`src/common/lane_seq_pkg.sv`:
```
// Lane constants, widths and the unit selector shared by the lane sequencer RTL and testbench
package lane_seq_pkg;

  ////////////////////////////////////////////////////////////
  // Lane geometry
  ////////////////////////////////////////////////////////////

  localparam int unsigned NrLanes    = 4;
  localparam int unsigned NrVInsn    = 8;
  localparam int unsigned NrOpQueues = 5;

  localparam int unsigned LaneIdW  = $clog2(NrLanes);
  localparam int unsigned VInsnIdW = $clog2(NrVInsn);
  localparam int unsigned VlenW    = 16;
  localparam int unsigned VregW    = 5;

  // Positions of the operand queues in every per-queue vector
  localparam int unsigned OpqAluA  = 0;
  localparam int unsigned OpqAluB  = 1;
  localparam int unsigned OpqMfpuA = 2;
  localparam int unsigned OpqMfpuB = 3;
  localparam int unsigned OpqMfpuC = 4;

  ////////////////////////////////////////////////////////////
  // Types
  ////////////////////////////////////////////////////////////

  typedef logic [VInsnIdW-1:0] vinsn_id_t;
  typedef logic [NrVInsn-1:0]  vinsn_mask_t;
  typedef logic [LaneIdW-1:0]  lane_id_t;
  typedef logic [VlenW-1:0]    vlen_t;
  typedef logic [VregW-1:0]    vreg_t;

  // Functional unit that executes an instruction inside the lane
  typedef enum logic [1:0] {
    VFU_NONE = 2'd0,
    VFU_ALU  = 2'd1,
    VFU_MFPU = 2'd2
  } vfu_e;

endpackage
```
`src/lane_sequencer/lane_sequencer.sv`:
```
// Per-lane instruction sequencer top level joining the request register, dispatcher and operand queues
`timescale 1ns/10ps

module lane_sequencer import lane_seq_pkg::*; (
  input  logic                          clk_i,
  input  logic                          rst_ni,
  input  lane_id_t                      lane_id_i,
  // Main sequencer
  input  logic                          pe_req_valid_i,
  output logic                          pe_req_ready_o,
  input  vinsn_id_t                     req_id_i,
  input  vfu_e                          req_vfu_i,
  input  vlen_t                         req_vl_i,
  input  vlen_t                         req_vstart_i,
  input  vreg_t                         req_vs1_i,
  input  vreg_t                         req_vs2_i,
  input  vreg_t                         req_vd_i,
  input  logic                          req_use_vs1_i,
  input  logic                          req_use_vs2_i,
  input  logic                          req_use_vd_i,
  input  vinsn_mask_t                   req_hazard_vs1_i,
  input  vinsn_mask_t                   req_hazard_vs2_i,
  input  vinsn_mask_t                   req_hazard_vd_i,
  input  vinsn_mask_t                   pe_vinsn_running_i,
  output vinsn_mask_t                   vinsn_done_o,
  output vinsn_mask_t                   vinsn_running_o,
  // Operand requester
  input  logic        [NrOpQueues-1:0] opq_ready_i,
  output logic        [NrOpQueues-1:0] opq_valid_o,
  output vinsn_id_t   [NrOpQueues-1:0] opq_id_o,
  output vreg_t       [NrOpQueues-1:0] opq_vs_o,
  output vlen_t       [NrOpQueues-1:0] opq_vl_o,
  output vlen_t       [NrOpQueues-1:0] opq_vstart_o,
  output vinsn_mask_t [NrOpQueues-1:0] opq_hazard_o,
  // Lane units
  input  logic                          alu_ready_i,
  input  logic                          mfpu_ready_i,
  input  vinsn_mask_t                   alu_done_i,
  input  vinsn_mask_t                   mfpu_done_i,
  output logic                          vfu_op_valid_o,
  output vinsn_id_t                     vfu_op_id_o,
  output vfu_e                          vfu_op_vfu_o,
  output vlen_t                         vfu_op_vl_o,
  output vlen_t                         vfu_op_vstart_o,
  output vreg_t                         vfu_op_vd_o
);

  // Buffered request
  logic        reg_valid, reg_ready;
  vinsn_id_t   reg_id;
  vfu_e        reg_vfu;
  vlen_t       reg_vl, reg_vstart;
  vreg_t       reg_vs1, reg_vs2, reg_vd;
  logic        reg_use_vs1, reg_use_vs2, reg_use_vd;
  vinsn_mask_t reg_hazard_vs1, reg_hazard_vs2, reg_hazard_vd;

  // Operand commands
  logic        [NrOpQueues-1:0] opq_push, opq_busy;
  vinsn_id_t   [NrOpQueues-1:0] cmd_id;
  vreg_t       [NrOpQueues-1:0] cmd_vs;
  vlen_t       [NrOpQueues-1:0] cmd_vl, cmd_vstart;
  vinsn_mask_t [NrOpQueues-1:0] cmd_hazard;

  pe_req_register i_pe_req_register (
    .clk_i, .rst_ni,
    .valid_i(pe_req_valid_i), .ready_o(pe_req_ready_o),
    .req_id_i, .req_vfu_i, .req_vl_i, .req_vstart_i,
    .req_vs1_i, .req_vs2_i, .req_vd_i,
    .req_use_vs1_i, .req_use_vs2_i, .req_use_vd_i,
    .req_hazard_vs1_i, .req_hazard_vs2_i, .req_hazard_vd_i,
    .valid_o(reg_valid), .ready_i(reg_ready),
    .req_id_o(reg_id), .req_vfu_o(reg_vfu), .req_vl_o(reg_vl), .req_vstart_o(reg_vstart),
    .req_vs1_o(reg_vs1), .req_vs2_o(reg_vs2), .req_vd_o(reg_vd),
    .req_use_vs1_o(reg_use_vs1), .req_use_vs2_o(reg_use_vs2), .req_use_vd_o(reg_use_vd),
    .req_hazard_vs1_o(reg_hazard_vs1), .req_hazard_vs2_o(reg_hazard_vs2),
    .req_hazard_vd_o(reg_hazard_vd)
  );

  vinsn_dispatch i_vinsn_dispatch (
    .clk_i, .rst_ni, .lane_id_i,
    .req_valid_i(reg_valid), .req_ready_o(reg_ready),
    .req_id_i(reg_id), .req_vfu_i(reg_vfu), .req_vl_i(reg_vl), .req_vstart_i(reg_vstart),
    .req_vs1_i(reg_vs1), .req_vs2_i(reg_vs2), .req_vd_i(reg_vd),
    .req_use_vs1_i(reg_use_vs1), .req_use_vs2_i(reg_use_vs2), .req_use_vd_i(reg_use_vd),
    .req_hazard_vs1_i(reg_hazard_vs1), .req_hazard_vs2_i(reg_hazard_vs2),
    .req_hazard_vd_i(reg_hazard_vd),
    .pe_vinsn_running_i,
    .opq_busy_i(opq_busy), .opq_push_o(opq_push),
    .cmd_id_o(cmd_id), .cmd_vs_o(cmd_vs), .cmd_vl_o(cmd_vl),
    .cmd_vstart_o(cmd_vstart), .cmd_hazard_o(cmd_hazard),
    .alu_ready_i, .mfpu_ready_i, .alu_done_i, .mfpu_done_i,
    .vinsn_done_o, .vinsn_running_o,
    .vfu_op_valid_o, .vfu_op_id_o, .vfu_op_vfu_o,
    .vfu_op_vl_o, .vfu_op_vstart_o, .vfu_op_vd_o
  );

  operand_cmd_queues i_operand_cmd_queues (
    .clk_i, .rst_ni,
    .push_i(opq_push),
    .cmd_id_i(cmd_id), .cmd_vs_i(cmd_vs), .cmd_vl_i(cmd_vl),
    .cmd_vstart_i(cmd_vstart), .cmd_hazard_i(cmd_hazard),
    .pe_vinsn_running_i,
    .opq_ready_i,
    .opq_busy_o(opq_busy),
    .opq_valid_o, .opq_id_o, .opq_vs_o, .opq_vl_o, .opq_vstart_o, .opq_hazard_o
  );

endmodule

```
`src/lane_sequencer/vinsn_dispatch.sv`:
```
// Lane issue logic that splits the vector length and posts the VFU operation and operand commands
`timescale 1ns/10ps

module vinsn_dispatch import lane_seq_pkg::*; (
  input  logic                          clk_i,
  input  logic                          rst_ni,
  input  lane_id_t                      lane_id_i,
  // Request from the request register
  input  logic                          req_valid_i,
  output logic                          req_ready_o,
  input  vinsn_id_t                     req_id_i,
  input  vfu_e                          req_vfu_i,
  input  vlen_t                         req_vl_i,
  input  vlen_t                         req_vstart_i,
  input  vreg_t                         req_vs1_i,
  input  vreg_t                         req_vs2_i,
  input  vreg_t                         req_vd_i,
  input  logic                          req_use_vs1_i,
  input  logic                          req_use_vs2_i,
  input  logic                          req_use_vd_i,
  input  vinsn_mask_t                   req_hazard_vs1_i,
  input  vinsn_mask_t                   req_hazard_vs2_i,
  input  vinsn_mask_t                   req_hazard_vd_i,
  input  vinsn_mask_t                   pe_vinsn_running_i,
  // Operand command queues
  input  logic        [NrOpQueues-1:0] opq_busy_i,
  output logic        [NrOpQueues-1:0] opq_push_o,
  output vinsn_id_t   [NrOpQueues-1:0] cmd_id_o,
  output vreg_t       [NrOpQueues-1:0] cmd_vs_o,
  output vlen_t       [NrOpQueues-1:0] cmd_vl_o,
  output vlen_t       [NrOpQueues-1:0] cmd_vstart_o,
  output vinsn_mask_t [NrOpQueues-1:0] cmd_hazard_o,
  // Lane units
  input  logic                          alu_ready_i,
  input  logic                          mfpu_ready_i,
  input  vinsn_mask_t                   alu_done_i,
  input  vinsn_mask_t                   mfpu_done_i,
  output vinsn_mask_t                   vinsn_done_o,
  output vinsn_mask_t                   vinsn_running_o,
  output logic                          vfu_op_valid_o,
  output vinsn_id_t                     vfu_op_id_o,
  output vfu_e                          vfu_op_vfu_o,
  output vlen_t                         vfu_op_vl_o,
  output vlen_t                         vfu_op_vstart_o,
  output vreg_t                         vfu_op_vd_o
);

  // Elements of a length that fall on this lane, the low lanes take the remainder
  function automatic vlen_t lane_share(vlen_t len, lane_id_t lane);
    lane_share = (len >> LaneIdW) + vlen_t'(lane < len[LaneIdW-1:0]);
  endfunction

  vinsn_mask_t running_live, id_onehot;
  vlen_t       vl_lane, vstart_lane;
  logic        unit_ready, target_busy, hold, accept, mute;

  assign vl_lane     = lane_share(req_vl_i, lane_id_i);
  assign vstart_lane = lane_share(req_vstart_i, lane_id_i);
  assign id_onehot   = vinsn_mask_t'(1) << req_id_i;

  // Instructions drop out as soon as the main sequencer retires them
  assign running_live = vinsn_running_o & pe_vinsn_running_i;

  always_comb begin
    unique case (vfu_op_vfu_o)
      VFU_ALU:  unit_ready = alu_ready_i;
      VFU_MFPU: unit_ready = mfpu_ready_i;
      default:  unit_ready = 1'b1;
    endcase
    unique case (req_vfu_i)
      VFU_ALU:  target_busy = |opq_busy_i[OpqAluB:OpqAluA];
      VFU_MFPU: target_busy = |opq_busy_i[OpqMfpuC:OpqMfpuA];
      default:  target_busy = 1'b0;
    endcase
  end

  ////////////////////////////////////////////////////////////
  // Acceptance
  ////////////////////////////////////////////////////////////

  assign hold        = vfu_op_valid_o && !unit_ready;
  assign req_ready_o = !hold && !target_busy && !running_live[req_id_i];
  assign accept      = req_valid_i && req_ready_o;
  // Nothing to execute in this lane, so the instruction retires at once
  assign mute        = accept && (vl_lane == '0);

  always_comb begin
    opq_push_o = '0;
    for (int q = 0; q < NrOpQueues; q++) begin
      cmd_id_o[q]     = req_id_i;
      cmd_vl_o[q]     = vl_lane;
      cmd_vstart_o[q] = vstart_lane;
    end
    cmd_vs_o[OpqAluA]      = req_vs1_i;
    cmd_vs_o[OpqAluB]      = req_vs2_i;
    cmd_vs_o[OpqMfpuA]     = req_vs1_i;
    cmd_vs_o[OpqMfpuB]     = req_vs2_i;
    cmd_vs_o[OpqMfpuC]     = req_vd_i;
    cmd_hazard_o[OpqAluA]  = req_hazard_vs1_i | req_hazard_vd_i;
    cmd_hazard_o[OpqAluB]  = req_hazard_vs2_i | req_hazard_vd_i;
    cmd_hazard_o[OpqMfpuA] = req_hazard_vs1_i | req_hazard_vd_i;
    cmd_hazard_o[OpqMfpuB] = req_hazard_vs2_i | req_hazard_vd_i;
    cmd_hazard_o[OpqMfpuC] = req_hazard_vd_i;
    if (accept && !mute) begin
      if (req_vfu_i == VFU_ALU) begin
        opq_push_o[OpqAluA] = req_use_vs1_i;
        opq_push_o[OpqAluB] = req_use_vs2_i;
      end
      if (req_vfu_i == VFU_MFPU) begin
        opq_push_o[OpqMfpuA] = req_use_vs1_i;
        opq_push_o[OpqMfpuB] = req_use_vs2_i;
        opq_push_o[OpqMfpuC] = req_use_vd_i;
      end
    end
  end

  ////////////////////////////////////////////////////////////
  // Operation register and instruction tracking
  ////////////////////////////////////////////////////////////

  always_ff @(posedge clk_i or negedge rst_ni) begin
    if (!rst_ni) begin
      vfu_op_valid_o  <= 1'b0;
      vinsn_done_o    <= '0;
      vinsn_running_o <= '0;
    end else begin
      vfu_op_valid_o  <= hold || (accept && !mute);
      vinsn_done_o    <= alu_done_i | mfpu_done_i | (mute ? id_onehot : '0);
      vinsn_running_o <= running_live | (accept ? id_onehot : '0);
    end
  end

  always_ff @(posedge clk_i) begin
    if (accept) begin
      vfu_op_id_o     <= req_id_i;
      vfu_op_vfu_o    <= req_vfu_i;
      vfu_op_vl_o     <= vl_lane;
      vfu_op_vstart_o <= vstart_lane;
      vfu_op_vd_o     <= req_vd_i;
    end
  end

  a_op_stable: assert property (@(posedge clk_i) disable iff (!rst_ni)
    hold |=> vfu_op_valid_o && $stable(vfu_op_vfu_o)
             && $stable({vfu_op_id_o, vfu_op_vl_o, vfu_op_vstart_o, vfu_op_vd_o}))
    else $error("VFU operation changed under back-pressure");

  a_push_free: assert property (@(posedge clk_i) disable iff (!rst_ni)
    (opq_push_o & opq_busy_i) == '0)
    else $error("Operand command pushed to a busy queue");

endmodule

```
`src/lane_sequencer/pe_req_register.sv`:
```
// One-entry fall-through register that buffers the main sequencer request for the lane dispatcher
`timescale 1ns/10ps

module pe_req_register import lane_seq_pkg::*; (
  input  logic        clk_i,
  input  logic        rst_ni,
  // Request from the main sequencer
  input  logic        valid_i,
  output logic        ready_o,
  input  vinsn_id_t   req_id_i,
  input  vfu_e        req_vfu_i,
  input  vlen_t       req_vl_i,
  input  vlen_t       req_vstart_i,
  input  vreg_t       req_vs1_i,
  input  vreg_t       req_vs2_i,
  input  vreg_t       req_vd_i,
  input  logic        req_use_vs1_i,
  input  logic        req_use_vs2_i,
  input  logic        req_use_vd_i,
  input  vinsn_mask_t req_hazard_vs1_i,
  input  vinsn_mask_t req_hazard_vs2_i,
  input  vinsn_mask_t req_hazard_vd_i,
  // Request towards the dispatcher
  output logic        valid_o,
  input  logic        ready_i,
  output vinsn_id_t   req_id_o,
  output vfu_e        req_vfu_o,
  output vlen_t       req_vl_o,
  output vlen_t       req_vstart_o,
  output vreg_t       req_vs1_o,
  output vreg_t       req_vs2_o,
  output vreg_t       req_vd_o,
  output logic        req_use_vs1_o,
  output logic        req_use_vs2_o,
  output logic        req_use_vd_o,
  output vinsn_mask_t req_hazard_vs1_o,
  output vinsn_mask_t req_hazard_vs2_o,
  output vinsn_mask_t req_hazard_vd_o
);

  localparam int unsigned ReqW = $bits(vinsn_id_t) + 2 * $bits(vlen_t) + 3 * $bits(vreg_t)
                                 + 3 + 3 * $bits(vinsn_mask_t);

  logic            full_q;
  logic            load;
  logic [ReqW-1:0] data_in, data_q, data_out;
  vfu_e            vfu_q;

  assign data_in = {req_id_i, req_vl_i, req_vstart_i, req_vs1_i, req_vs2_i, req_vd_i,
                    req_use_vs1_i, req_use_vs2_i, req_use_vd_i,
                    req_hazard_vs1_i, req_hazard_vs2_i, req_hazard_vd_i};

  // An empty register shows the incoming request directly
  assign data_out  = full_q ? data_q : data_in;
  assign req_vfu_o = full_q ? vfu_q : req_vfu_i;
  assign {req_id_o, req_vl_o, req_vstart_o, req_vs1_o, req_vs2_o, req_vd_o,
          req_use_vs1_o, req_use_vs2_o, req_use_vd_o,
          req_hazard_vs1_o, req_hazard_vs2_o, req_hazard_vd_o} = data_out;

  assign valid_o = full_q || valid_i;
  assign ready_o = !full_q || ready_i;

  // Store the input unless it falls straight through to the dispatcher
  assign load = valid_i && (full_q ? ready_i : !ready_i);

  always_ff @(posedge clk_i or negedge rst_ni) begin
    if (!rst_ni) begin
      full_q <= 1'b0;
    end else if (full_q) begin
      if (ready_i) full_q <= valid_i;
    end else begin
      full_q <= valid_i && !ready_i;
    end
  end

  always_ff @(posedge clk_i) begin
    if (load) begin
      data_q <= data_in;
      vfu_q  <= req_vfu_i;
    end
  end

  // A request offered to the dispatcher and not taken is still offered, unchanged, next cycle
  a_held_stable: assert property (@(posedge clk_i) disable iff (!rst_ni)
    valid_o && !ready_i |=> valid_o && $stable(data_out) && $stable(req_vfu_o))
    else $error("Held request changed while not taken");

endmodule

```
`src/logic/operand_cmd_queues.sv`:
```
// Single-entry operand command slots whose hazard bits are cleared as older instructions retire
`timescale 1ns/10ps

module operand_cmd_queues import lane_seq_pkg::*; (
  input  logic                          clk_i,
  input  logic                          rst_ni,
  input  logic        [NrOpQueues-1:0] push_i,
  input  vinsn_id_t   [NrOpQueues-1:0] cmd_id_i,
  input  vreg_t       [NrOpQueues-1:0] cmd_vs_i,
  input  vlen_t       [NrOpQueues-1:0] cmd_vl_i,
  input  vlen_t       [NrOpQueues-1:0] cmd_vstart_i,
  input  vinsn_mask_t [NrOpQueues-1:0] cmd_hazard_i,
  input  vinsn_mask_t                   pe_vinsn_running_i,
  input  logic        [NrOpQueues-1:0] opq_ready_i,
  output logic        [NrOpQueues-1:0] opq_busy_o,
  output logic        [NrOpQueues-1:0] opq_valid_o,
  output vinsn_id_t   [NrOpQueues-1:0] opq_id_o,
  output vreg_t       [NrOpQueues-1:0] opq_vs_o,
  output vlen_t       [NrOpQueues-1:0] opq_vl_o,
  output vlen_t       [NrOpQueues-1:0] opq_vstart_o,
  output vinsn_mask_t [NrOpQueues-1:0] opq_hazard_o
);

  // A slot being taken this cycle can already accept the next command
  assign opq_busy_o = opq_valid_o & ~opq_ready_i;

  always_ff @(posedge clk_i or negedge rst_ni) begin
    if (!rst_ni) begin
      opq_valid_o  <= '0;
      opq_hazard_o <= '0;
    end else begin
      for (int q = 0; q < NrOpQueues; q++) begin
        if (push_i[q]) begin
          opq_valid_o[q]  <= 1'b1;
          opq_hazard_o[q] <= cmd_hazard_i[q] & pe_vinsn_running_i;
        end else begin
          if (opq_ready_i[q]) begin
            opq_valid_o[q] <= 1'b0;
          end
          // Hazards on instructions that stopped running are gone
          opq_hazard_o[q] <= opq_hazard_o[q] & pe_vinsn_running_i;
        end
      end
    end
  end

  always_ff @(posedge clk_i) begin
    for (int q = 0; q < NrOpQueues; q++) begin
      if (push_i[q]) begin
        opq_id_o[q]     <= cmd_id_i[q];
        opq_vs_o[q]     <= cmd_vs_i[q];
        opq_vl_o[q]     <= cmd_vl_i[q];
        opq_vstart_o[q] <= cmd_vstart_i[q];
      end
    end
  end

  a_no_overwrite: assert property (@(posedge clk_i) disable iff (!rst_ni)
    (push_i & opq_valid_o & ~opq_ready_i) == '0)
    else $error("Operand command overwrote a pending slot");

endmodule

```
`config.mk`:
```
export PLATFORM = sky130hd
export DESIGN_NAME = lane_sequencer
export DESIGN_NICKNAME = d
export VERILOG_FILES = /design/src/common/lane_seq_pkg.sv /design/src/lane_sequencer/lane_sequencer.sv /design/src/lane_sequencer/vinsn_dispatch.sv /design/src/lane_sequencer/pe_req_register.sv /design/src/logic/operand_cmd_queues.sv
export SDC_FILE = /design/constraint.sdc
export NUM_CORES = 1
export LEC_CHECK = 0
export BUFFER_PORTS_ARGS = -buffer_cell sky130_fd_sc_hd__buf_4
export CORE_MARGIN = 5
export CORE_UTILIZATION = 47
export CTS_CLUSTER_DIAMETER = 80
export DETAILED_ROUTE_END_ITERATION = 12
export HOLD_SLACK_MARGIN = 0.1
export PLACE_DENSITY = 0.76
export SLEW_MARGIN = 10
export SYNTH_ARGS = -nofsm -noshare
export SYNTH_HDL_FRONTEND = slang
export SYNTH_SLANG_ARGS = --single-unit
```
`constraint.sdc`:
```
create_clock -name clk_i -period 5.2 [get_ports clk_i]
set_input_delay 1.04 -clock clk_i [delete_from_list [all_inputs] [get_ports clk_i]]
set_output_delay 1.04 -clock clk_i [all_outputs]
set_load 0.05 [all_outputs]
```
==> flow_summary.toml, run 1 <==
[floorplanning]
core_region_area_mm2 = 0.0297
die_w_um = 184
num_rows = 63
io_pins = 420
die_y_um = 184
die_area_mm2 = 0.0337
initial_core_util_pct = 47.7

[logic_synthesis]
ys_async_sr_fraction_pct = 16.9
synth_top_area_share_pct = 65.5
yosysWarnings = 0
syn_area_mm2 = 0.0142
synth.avg_cell_area_um2 = 17.0
synthTopCellsByArea = "edfxtp_1 (65%), dfrtp_1 (11%), mux2i_1 (4.4%)"
yosys_register_bits = 372
synth-edff-count = 309
syn_inst = 836
synth_top_area_cell = "edfxtp_1"
synth.distinct_cells = 65
synth_most_common_cell = "edfxtp_1"
synth-main-ff-cell = "edfxtp_1"
synth_common_cells = "edfxtp_1 (309), nand2_1 (93), dfrtp_1 (63), mux2i_1 (63), nor2_1 (34)"
seq_area_frac_synth_pct = 76.6

[clock_tree]
cts_buffer_depth = 3
htreeDepth = 2
cts_setup_buffers = 0
root_buffer = "clkbuf_16"
tritoncts = "yes"
ctsHoldBuffers = 0
clkTransAtPathRegs_ns = 0.06
cts_resized = 0
cts_num_sinks = 372
clkLatencyLatePin_ns = 0.51
cts_buffers = 38

[job]
max-cap-violations = 0

[timing]
setup_viol_count_final = 0
rsz0062_at_grt = "false"
report.final.hold_viol_count = 0
fin_tns_setup_ns = 0
fmax_mhz = 218
relSlewSlack_pct = 34.1
min_period_over_period_pct = 88.2
finalCriticalPeriod_ns = 4.59
finClkSkew_ns = 0.0102
tightest_slew_ns = 0.988
final_max_slew_viol_count = 0

[cells_and_area]
area_growth_pct = 33.9
final_area_mm2 = 0.0190
n_fill_cell = 2110
final_nets = 1397
regArea_mm2 = 0.0109
final_cells = 1688
antenna_cells = 0
multiInputGateArea_mm2 = 0.00308
drive_above_1_share_pct = 40.9

[placement]
io_buffers = 407
dp_cells = 1621
place.gp.congestion = 0.845
place_hpwl_um = 27900
placedInstanceArea_mm2 = 0.0177

[worst_setup_path]
r2r-start = "i_pe_req_register.full_q"
arrival_ns = 4.76
rr_worst_depth = 12
crit_slowest_cell = "a211oi_4"
critPathCaptureType = "flip-flop"
worstReg2RegEnd = "i_operand_cmd_queues.opq_vs_o[11]"
cpPeakStageDelay_ns = 0.59
crit_fanout = 125
startpoint = "i_pe_req_register.full_q"
worstSetupPathType = "reg2reg"
start_kind = "flip-flop"
r2r_slack_ns = 0.61
worstPathCellList = "buf_12, mux2_2, ha_1, ha_1, nand4_1, a21oi_1, nor2_1, or3_4, a2111oi_4, buf_4, a211oi_4, buf_4"
crit_required_ns = 5.38
timing.critical_path.to = "i_operand_cmd_queues.opq_vs_o[11]"

[global_route]
grt-ovfl-total = 0
grt_usage_pct = 22.4
first_global_vias = 9122
antenna_found_initial = 0
grt_pass1_wl_um = 57100
grt_max_degree = 126

[hold_path]
holdCritPathClass = "reg2reg"

[detailed_routing]
avgRoutedWirePerCell_um = 23.2
wirelength_um = 39100
drt-pass1-iter-count = 5
num_vias = 8946
vias_per_cell = 5.30
drt_iter0_markers = 613
drcViolationCount = 0
ant_nets = 0

[power]
netSwitchingFraction_pct = 40.7
internal_power_mw = 7.81
p_leak_nw = 7.50
power_frac_seq_pct = 38.8
p_sw_mw = 5.37
pwr-share-clk_pct = 20.9
peakVddDrop_uv = 337
combPwrFrac_pct = 40.4
power_density_mw_per_mm2 = 695

[outcome]
outcome = "finished, final reports clean"
power groups by stage:
stage	combinational, mW	sequential [mW]	clock (mW)
2_1_floorplan	1.66	6.96	0
3_3_place_gp	5.27	5.14	0
3_5_place_dp	5.37	5.15	0
4_1_cts	5.37	5.11	2.81
5_1_grt	5.60	5.19	2.95
6_report	5.32	5.11	2.75
worst min path at each step:
stage	slack, ns	end	depth (start not counted)	startpoint
after floorplan	0.54	i_operand_cmd_queues.opq_vs_o[0]	1	i_pe_req_register.data_q[37]
after global placement	0.50	i_vinsn_dispatch.vinsn_running_o[3]	2	i_vinsn_dispatch.vinsn_running_o[3]
after detailed placement	0.51	i_vinsn_dispatch.vinsn_running_o[1]	2	i_vinsn_dispatch.vinsn_running_o[1]
after CTS	0.52	i_vinsn_dispatch.vinsn_running_o[3]	2	i_vinsn_dispatch.vinsn_running_o[3]
after global routing	0.55	i_operand_cmd_queues.opq_hazard_o[39]	2	i_operand_cmd_queues.opq_hazard_o[39]
final	0.51	i_vinsn_dispatch.vinsn_running_o[3]	2	i_vinsn_dispatch.vinsn_running_o[3]
cell usage in the layout (no fill, tap or decap), types with 8 or more instances in the layout:
cell type  count
conb_1        12
nand3_1        8
clkbuf_16     39
xnor2_1       13
dfrtp_1       62
buf_4        423
a311o_1        8
mux2i_1       63
o311ai_0      14
edfxtp_1     309
clkbuf_1      11
nor2b_1       14
xor2_1        13
o21ai_0       15
ha_1          11
nand2_1       93
a21oi_1       12
mux2_2        30
nor2_1        34
state kept, by name, summed over array words and instances, names as in the netlist, 15 cells and up:
register and flops:
i_operand_cmd_queues.opq_vstart_o 75, i_vinsn_dispatch.vfu_op_vstart_o 15, i_operand_cmd_queues.opq_vs_o 25, i_operand_cmd_queues.opq_hazard_o 40
i_operand_cmd_queues.opq_vl_o 75, i_vinsn_dispatch.vfu_op_vl_o 15, i_pe_req_register.data_q 77, i_operand_cmd_queues.opq_id_o 15
metal layers:
layer / track usage (%) / vias up / routed length (um)
met5: 0 / - / 0
li1: - / 4006 / -
met1: 29.1 / 4450 / 15100
met3: 5.96 / 55 / 3780
met2: 38.2 / 435 / 19400
met4: 5.13 / 0 / 827
logic make-up (layout without fill, tap and decap cells):
kind of cell | after synthesis | after routing | share of synthesized area, %
fa+ha+maj | 12 | 12 | 1.04
compound gates | 87 | 87 | 4.93
xor+xnor | 26 | 26 | 1.61
other cells | 1 | 12 | 0.0265
flops | 372 | 372 | 76.6
buf+inv | 53 | 504 | 2.24
simple gates | 190 | 190 | 6.49
mux | 95 | 95 | 7.09
worst max-delay path, delay by kind of cell (launching register included):
family / cells / cell delay [ns]
compound gates: 3 / 0.77
mux: 1 / 0.40
buf+inv: 3 / 1.16
simple gates: 3 / 0.73
fa+ha+maj: 2 / 0.52
flops: 1 / 0.58
metrics by stage:
step | hold WS (ns) | power [mW] | setup WS [ns] | util, %
after floorplan | 0.537 | 8.62 | 0.0327 | -
after global placement | 0.503 | 10.4 | 0.212 | 59.6
after detailed placement | 0.507 | 10.5 | 0.0834 | 59.6
after CTS | 0.522 | 13.3 | 0.528 | 63.9
after global routing | 0.553 | 13.7 | 0.319 | 63.9
final | 0.515 | 13.2 | 0.613 | 63.9
area by class of cell:
cell class              instances  area share (%)
clock buffers                  50            5.36
clock inverters                17            1.27
inverters                      10           0.224
multi-input cells             422            16.2
flip-flops and latches        372            57.2
well taps                     390            2.57
repair buffers                427            17.2
No activity file was read; power rests on OpenSTA's default activity.
==> inputs of run 2 (changes only) <==
--- a/config.mk
+++ b/config.mk
@@ -6,12 +6,14 @@
 export NUM_CORES = 1
 export LEC_CHECK = 0
 export BUFFER_PORTS_ARGS = -buffer_cell sky130_fd_sc_hd__buf_4
+export CAP_MARGIN = 10
 export CORE_MARGIN = 5
 export CORE_UTILIZATION = 47
 export CTS_CLUSTER_DIAMETER = 80
 export DETAILED_ROUTE_END_ITERATION = 12
 export HOLD_SLACK_MARGIN = 0.1
 export PLACE_DENSITY = 0.76
+export RECOVER_POWER = 25
 export SLEW_MARGIN = 10
 export SYNTH_ARGS = -nofsm -noshare
 export SYNTH_HDL_FRONTEND = slang
==> run 2 against run 1 <==
Compared with the run above:
- the flow now finishes with violations (capacitance limit, slew limit)
- total power down 1.3%
- via count about the same
- worst setup slack worse by 0.14 ns
- die area unchanged
- fmax down 3.0%
- critical path depth down 4
- non-clock buffer count unchanged
- combinational power down 3%
==> flow_summary.toml, run 2 (synthesis results as in run 1) <==
[outcome]
outcome = "finished, violations left"
violations = "capacitance limit, slew limit"

[floorplanning]
io_pins = 420
core_region_area_mm2 = 0.0297
initial_core_util_pct = 47.7
num_rows = 63
die_w_um = 184
die_area_mm2 = 0.0337
die_y_um = 184

[detailed_routing]
num_vias = 8952
wirelength_um = 39100
ant_nets = 0
drt-pass1-iter-count = 5
vias_per_cell = 5.30
drt_iter0_markers = 651
drcViolationCount = 0
avgRoutedWirePerCell_um = 23.1

[placement]
place_hpwl_um = 27900
io_buffers = 407
place.gp.congestion = 0.845
placedInstanceArea_mm2 = 0.0177
dp_cells = 1621

[cells_and_area]
final_cells = 1690
top_regs = "i_pe_req_register.data_q: 77 flops, i_operand_cmd_queues.opq_vl_o: 75 flops, i_operand_cmd_queues.opq_vstart_o: 75 flops"
final_nets = 1397
largest_reg_flops = 77
n_fill_cell = 2253
layout_common_cells = "edfxtp_1 (309), buf_4 (270), clkbuf_1 (141), nand2_1 (93), mux2i_1 (64)"
post-route-util_pct = 62.2
regArea_mm2 = 0.0109
drive_above_1_share_pct = 30.1
multiInputGateArea_mm2 = 0.00306
area_growth_pct = 30.4
final_common_cell = "edfxtp_1"
largest-register = "i_pe_req_register.data_q"
final_area_mm2 = 0.0185

[worst_setup_path]
timing.critical_path.buf_inv = 4
cpPeakStageDelay_ns = 0.58
crit_slowest_cell = "dfrtp_4"
start_kind = "flip-flop"
worstSetupPathType = "reg2out"
cp_top_family = "buffers and inverters"
arrival_ns = 3.69
critPathCaptureType = "output pin"
crit_fanout = 125
crit_required_ns = 4.16
worstPathCellList = "buf_12, mux2i_1, inv_1, a211o_1, a211o_1, ha_1, inv_1, buf_4"

[clock_tree]
cts_num_sinks = 372
htreeDepth = 2
ctsHoldBuffers = 0
clkLatencyLatePin_ns = 0.51
clkTransAtPathRegs_ns = 0.06
cts_buffer_depth = 3
tritoncts = "yes"
root_buffer = "clkbuf_16"
cts_setup_buffers = 0
cts_resized = 0
cts_buffers = 38

[power]
pwr-share-clk_pct = 21.2
p_sw_mw = 5.36
p_leak_nw = 7.03
peakVddDrop_uv = 336
netSwitchingFraction_pct = 41.2
power_density_mw_per_mm2 = 704
internal_power_mw = 7.66
power_frac_seq_pct = 39.2
combPwrFrac_pct = 39.6

[timing]
fin_tns_setup_ns = 0
min_period_over_period_pct = 91.0
rsz0062_at_grt = "false"
finalCriticalPeriod_ns = 4.73
tightest_slew_ns = 3.53
whs_ns = 0.514
report.final.hold_viol_count = 0
relSlewSlack_pct = -135
setup_viol_count_final = 0
final_max_slew_viol_count = 64
fmax_mhz = 211
finClkSkew_ns = 0.0116

[job]
max-cap-violations = 1

[global_route]
grt_pass1_wl_um = 57100
grt_max_degree = 126
grt_usage_pct = 22.4
grt-ovfl-total = 0
antenna_found_initial = 1
first_global_vias = 9122

[hold_path]
holdCritPathClass = "reg2reg"
run 2: layer usage:
layer	track usage (%)	share of wire, %	up-vias
li1	-	-	4011
met1	29.1	39	4462
met2	38.2	50	423
met3	5.96	9.4	56
met4	5.13	1.9	0
met5	0	0	-
run 2: worst paths after layout:
path                                                startpoint                               endpoint  slack, ns  cells after the start
setup / recovery                      i_pe_req_register.full_q                         pe_req_ready_o       0.47                      8
hold / removal             i_vinsn_dispatch.vinsn_running_o[3]    i_vinsn_dispatch.vinsn_running_o[3]       0.51                      2
setup reg to reg                      i_pe_req_register.full_q  i_operand_cmd_queues.opq_vstart_o[65]       0.54                      8
hold reg to reg            i_vinsn_dispatch.vinsn_running_o[3]    i_vinsn_dispatch.vinsn_running_o[3]       0.51                      2
max in group asynchronous                               rst_ni               i_pe_req_register.full_q       1.00                      1
min in group asynchronous                               rst_ni  i_operand_cmd_queues.opq_hazard_o[24]       1.73                      1
run 2: area by class of cell:
class,count,share of cell area [%]
Antenna cell,2,0.0271
Clock buffer,50,5.50
Clock inverter,17,1.30
Inverter,10,0.230
Multi-Input combinational cell,422,16.6
Sequential cell,372,58.8
Tap cell,390,2.64
Timing Repair Buffer,427,15.0
run 2: worst min-delay path, stage by stage (launching register included):
cell     delay [ns]
dfrtp_1        0.34
nand2_1        0.07
o21ai_0        0.07
run 2: through the flow:
step | power (mW) | setup WS, ns
3_3_place_gp | 10.4 | 0.212
6_report | 13.0 | 0.470
2_1_floorplan | 8.62 | 0.0327
5_1_grt | 13.6 | 0.173
4_1_cts | 13.3 | 0.528
3_5_place_dp | 10.5 | 0.0834
run 2: power by group through the flow:
stage / clock [mW] / sequential, mW / combinational (mW)
final: 2.76 / 5.10 / 5.16
after global routing: 2.95 / 5.19 / 5.44
after CTS: 2.81 / 5.11 / 5.37
after detailed placement: 0 / 5.15 / 5.37
after global placement: 0 / 5.14 / 5.27
after floorplan: 0 / 6.96 / 1.66
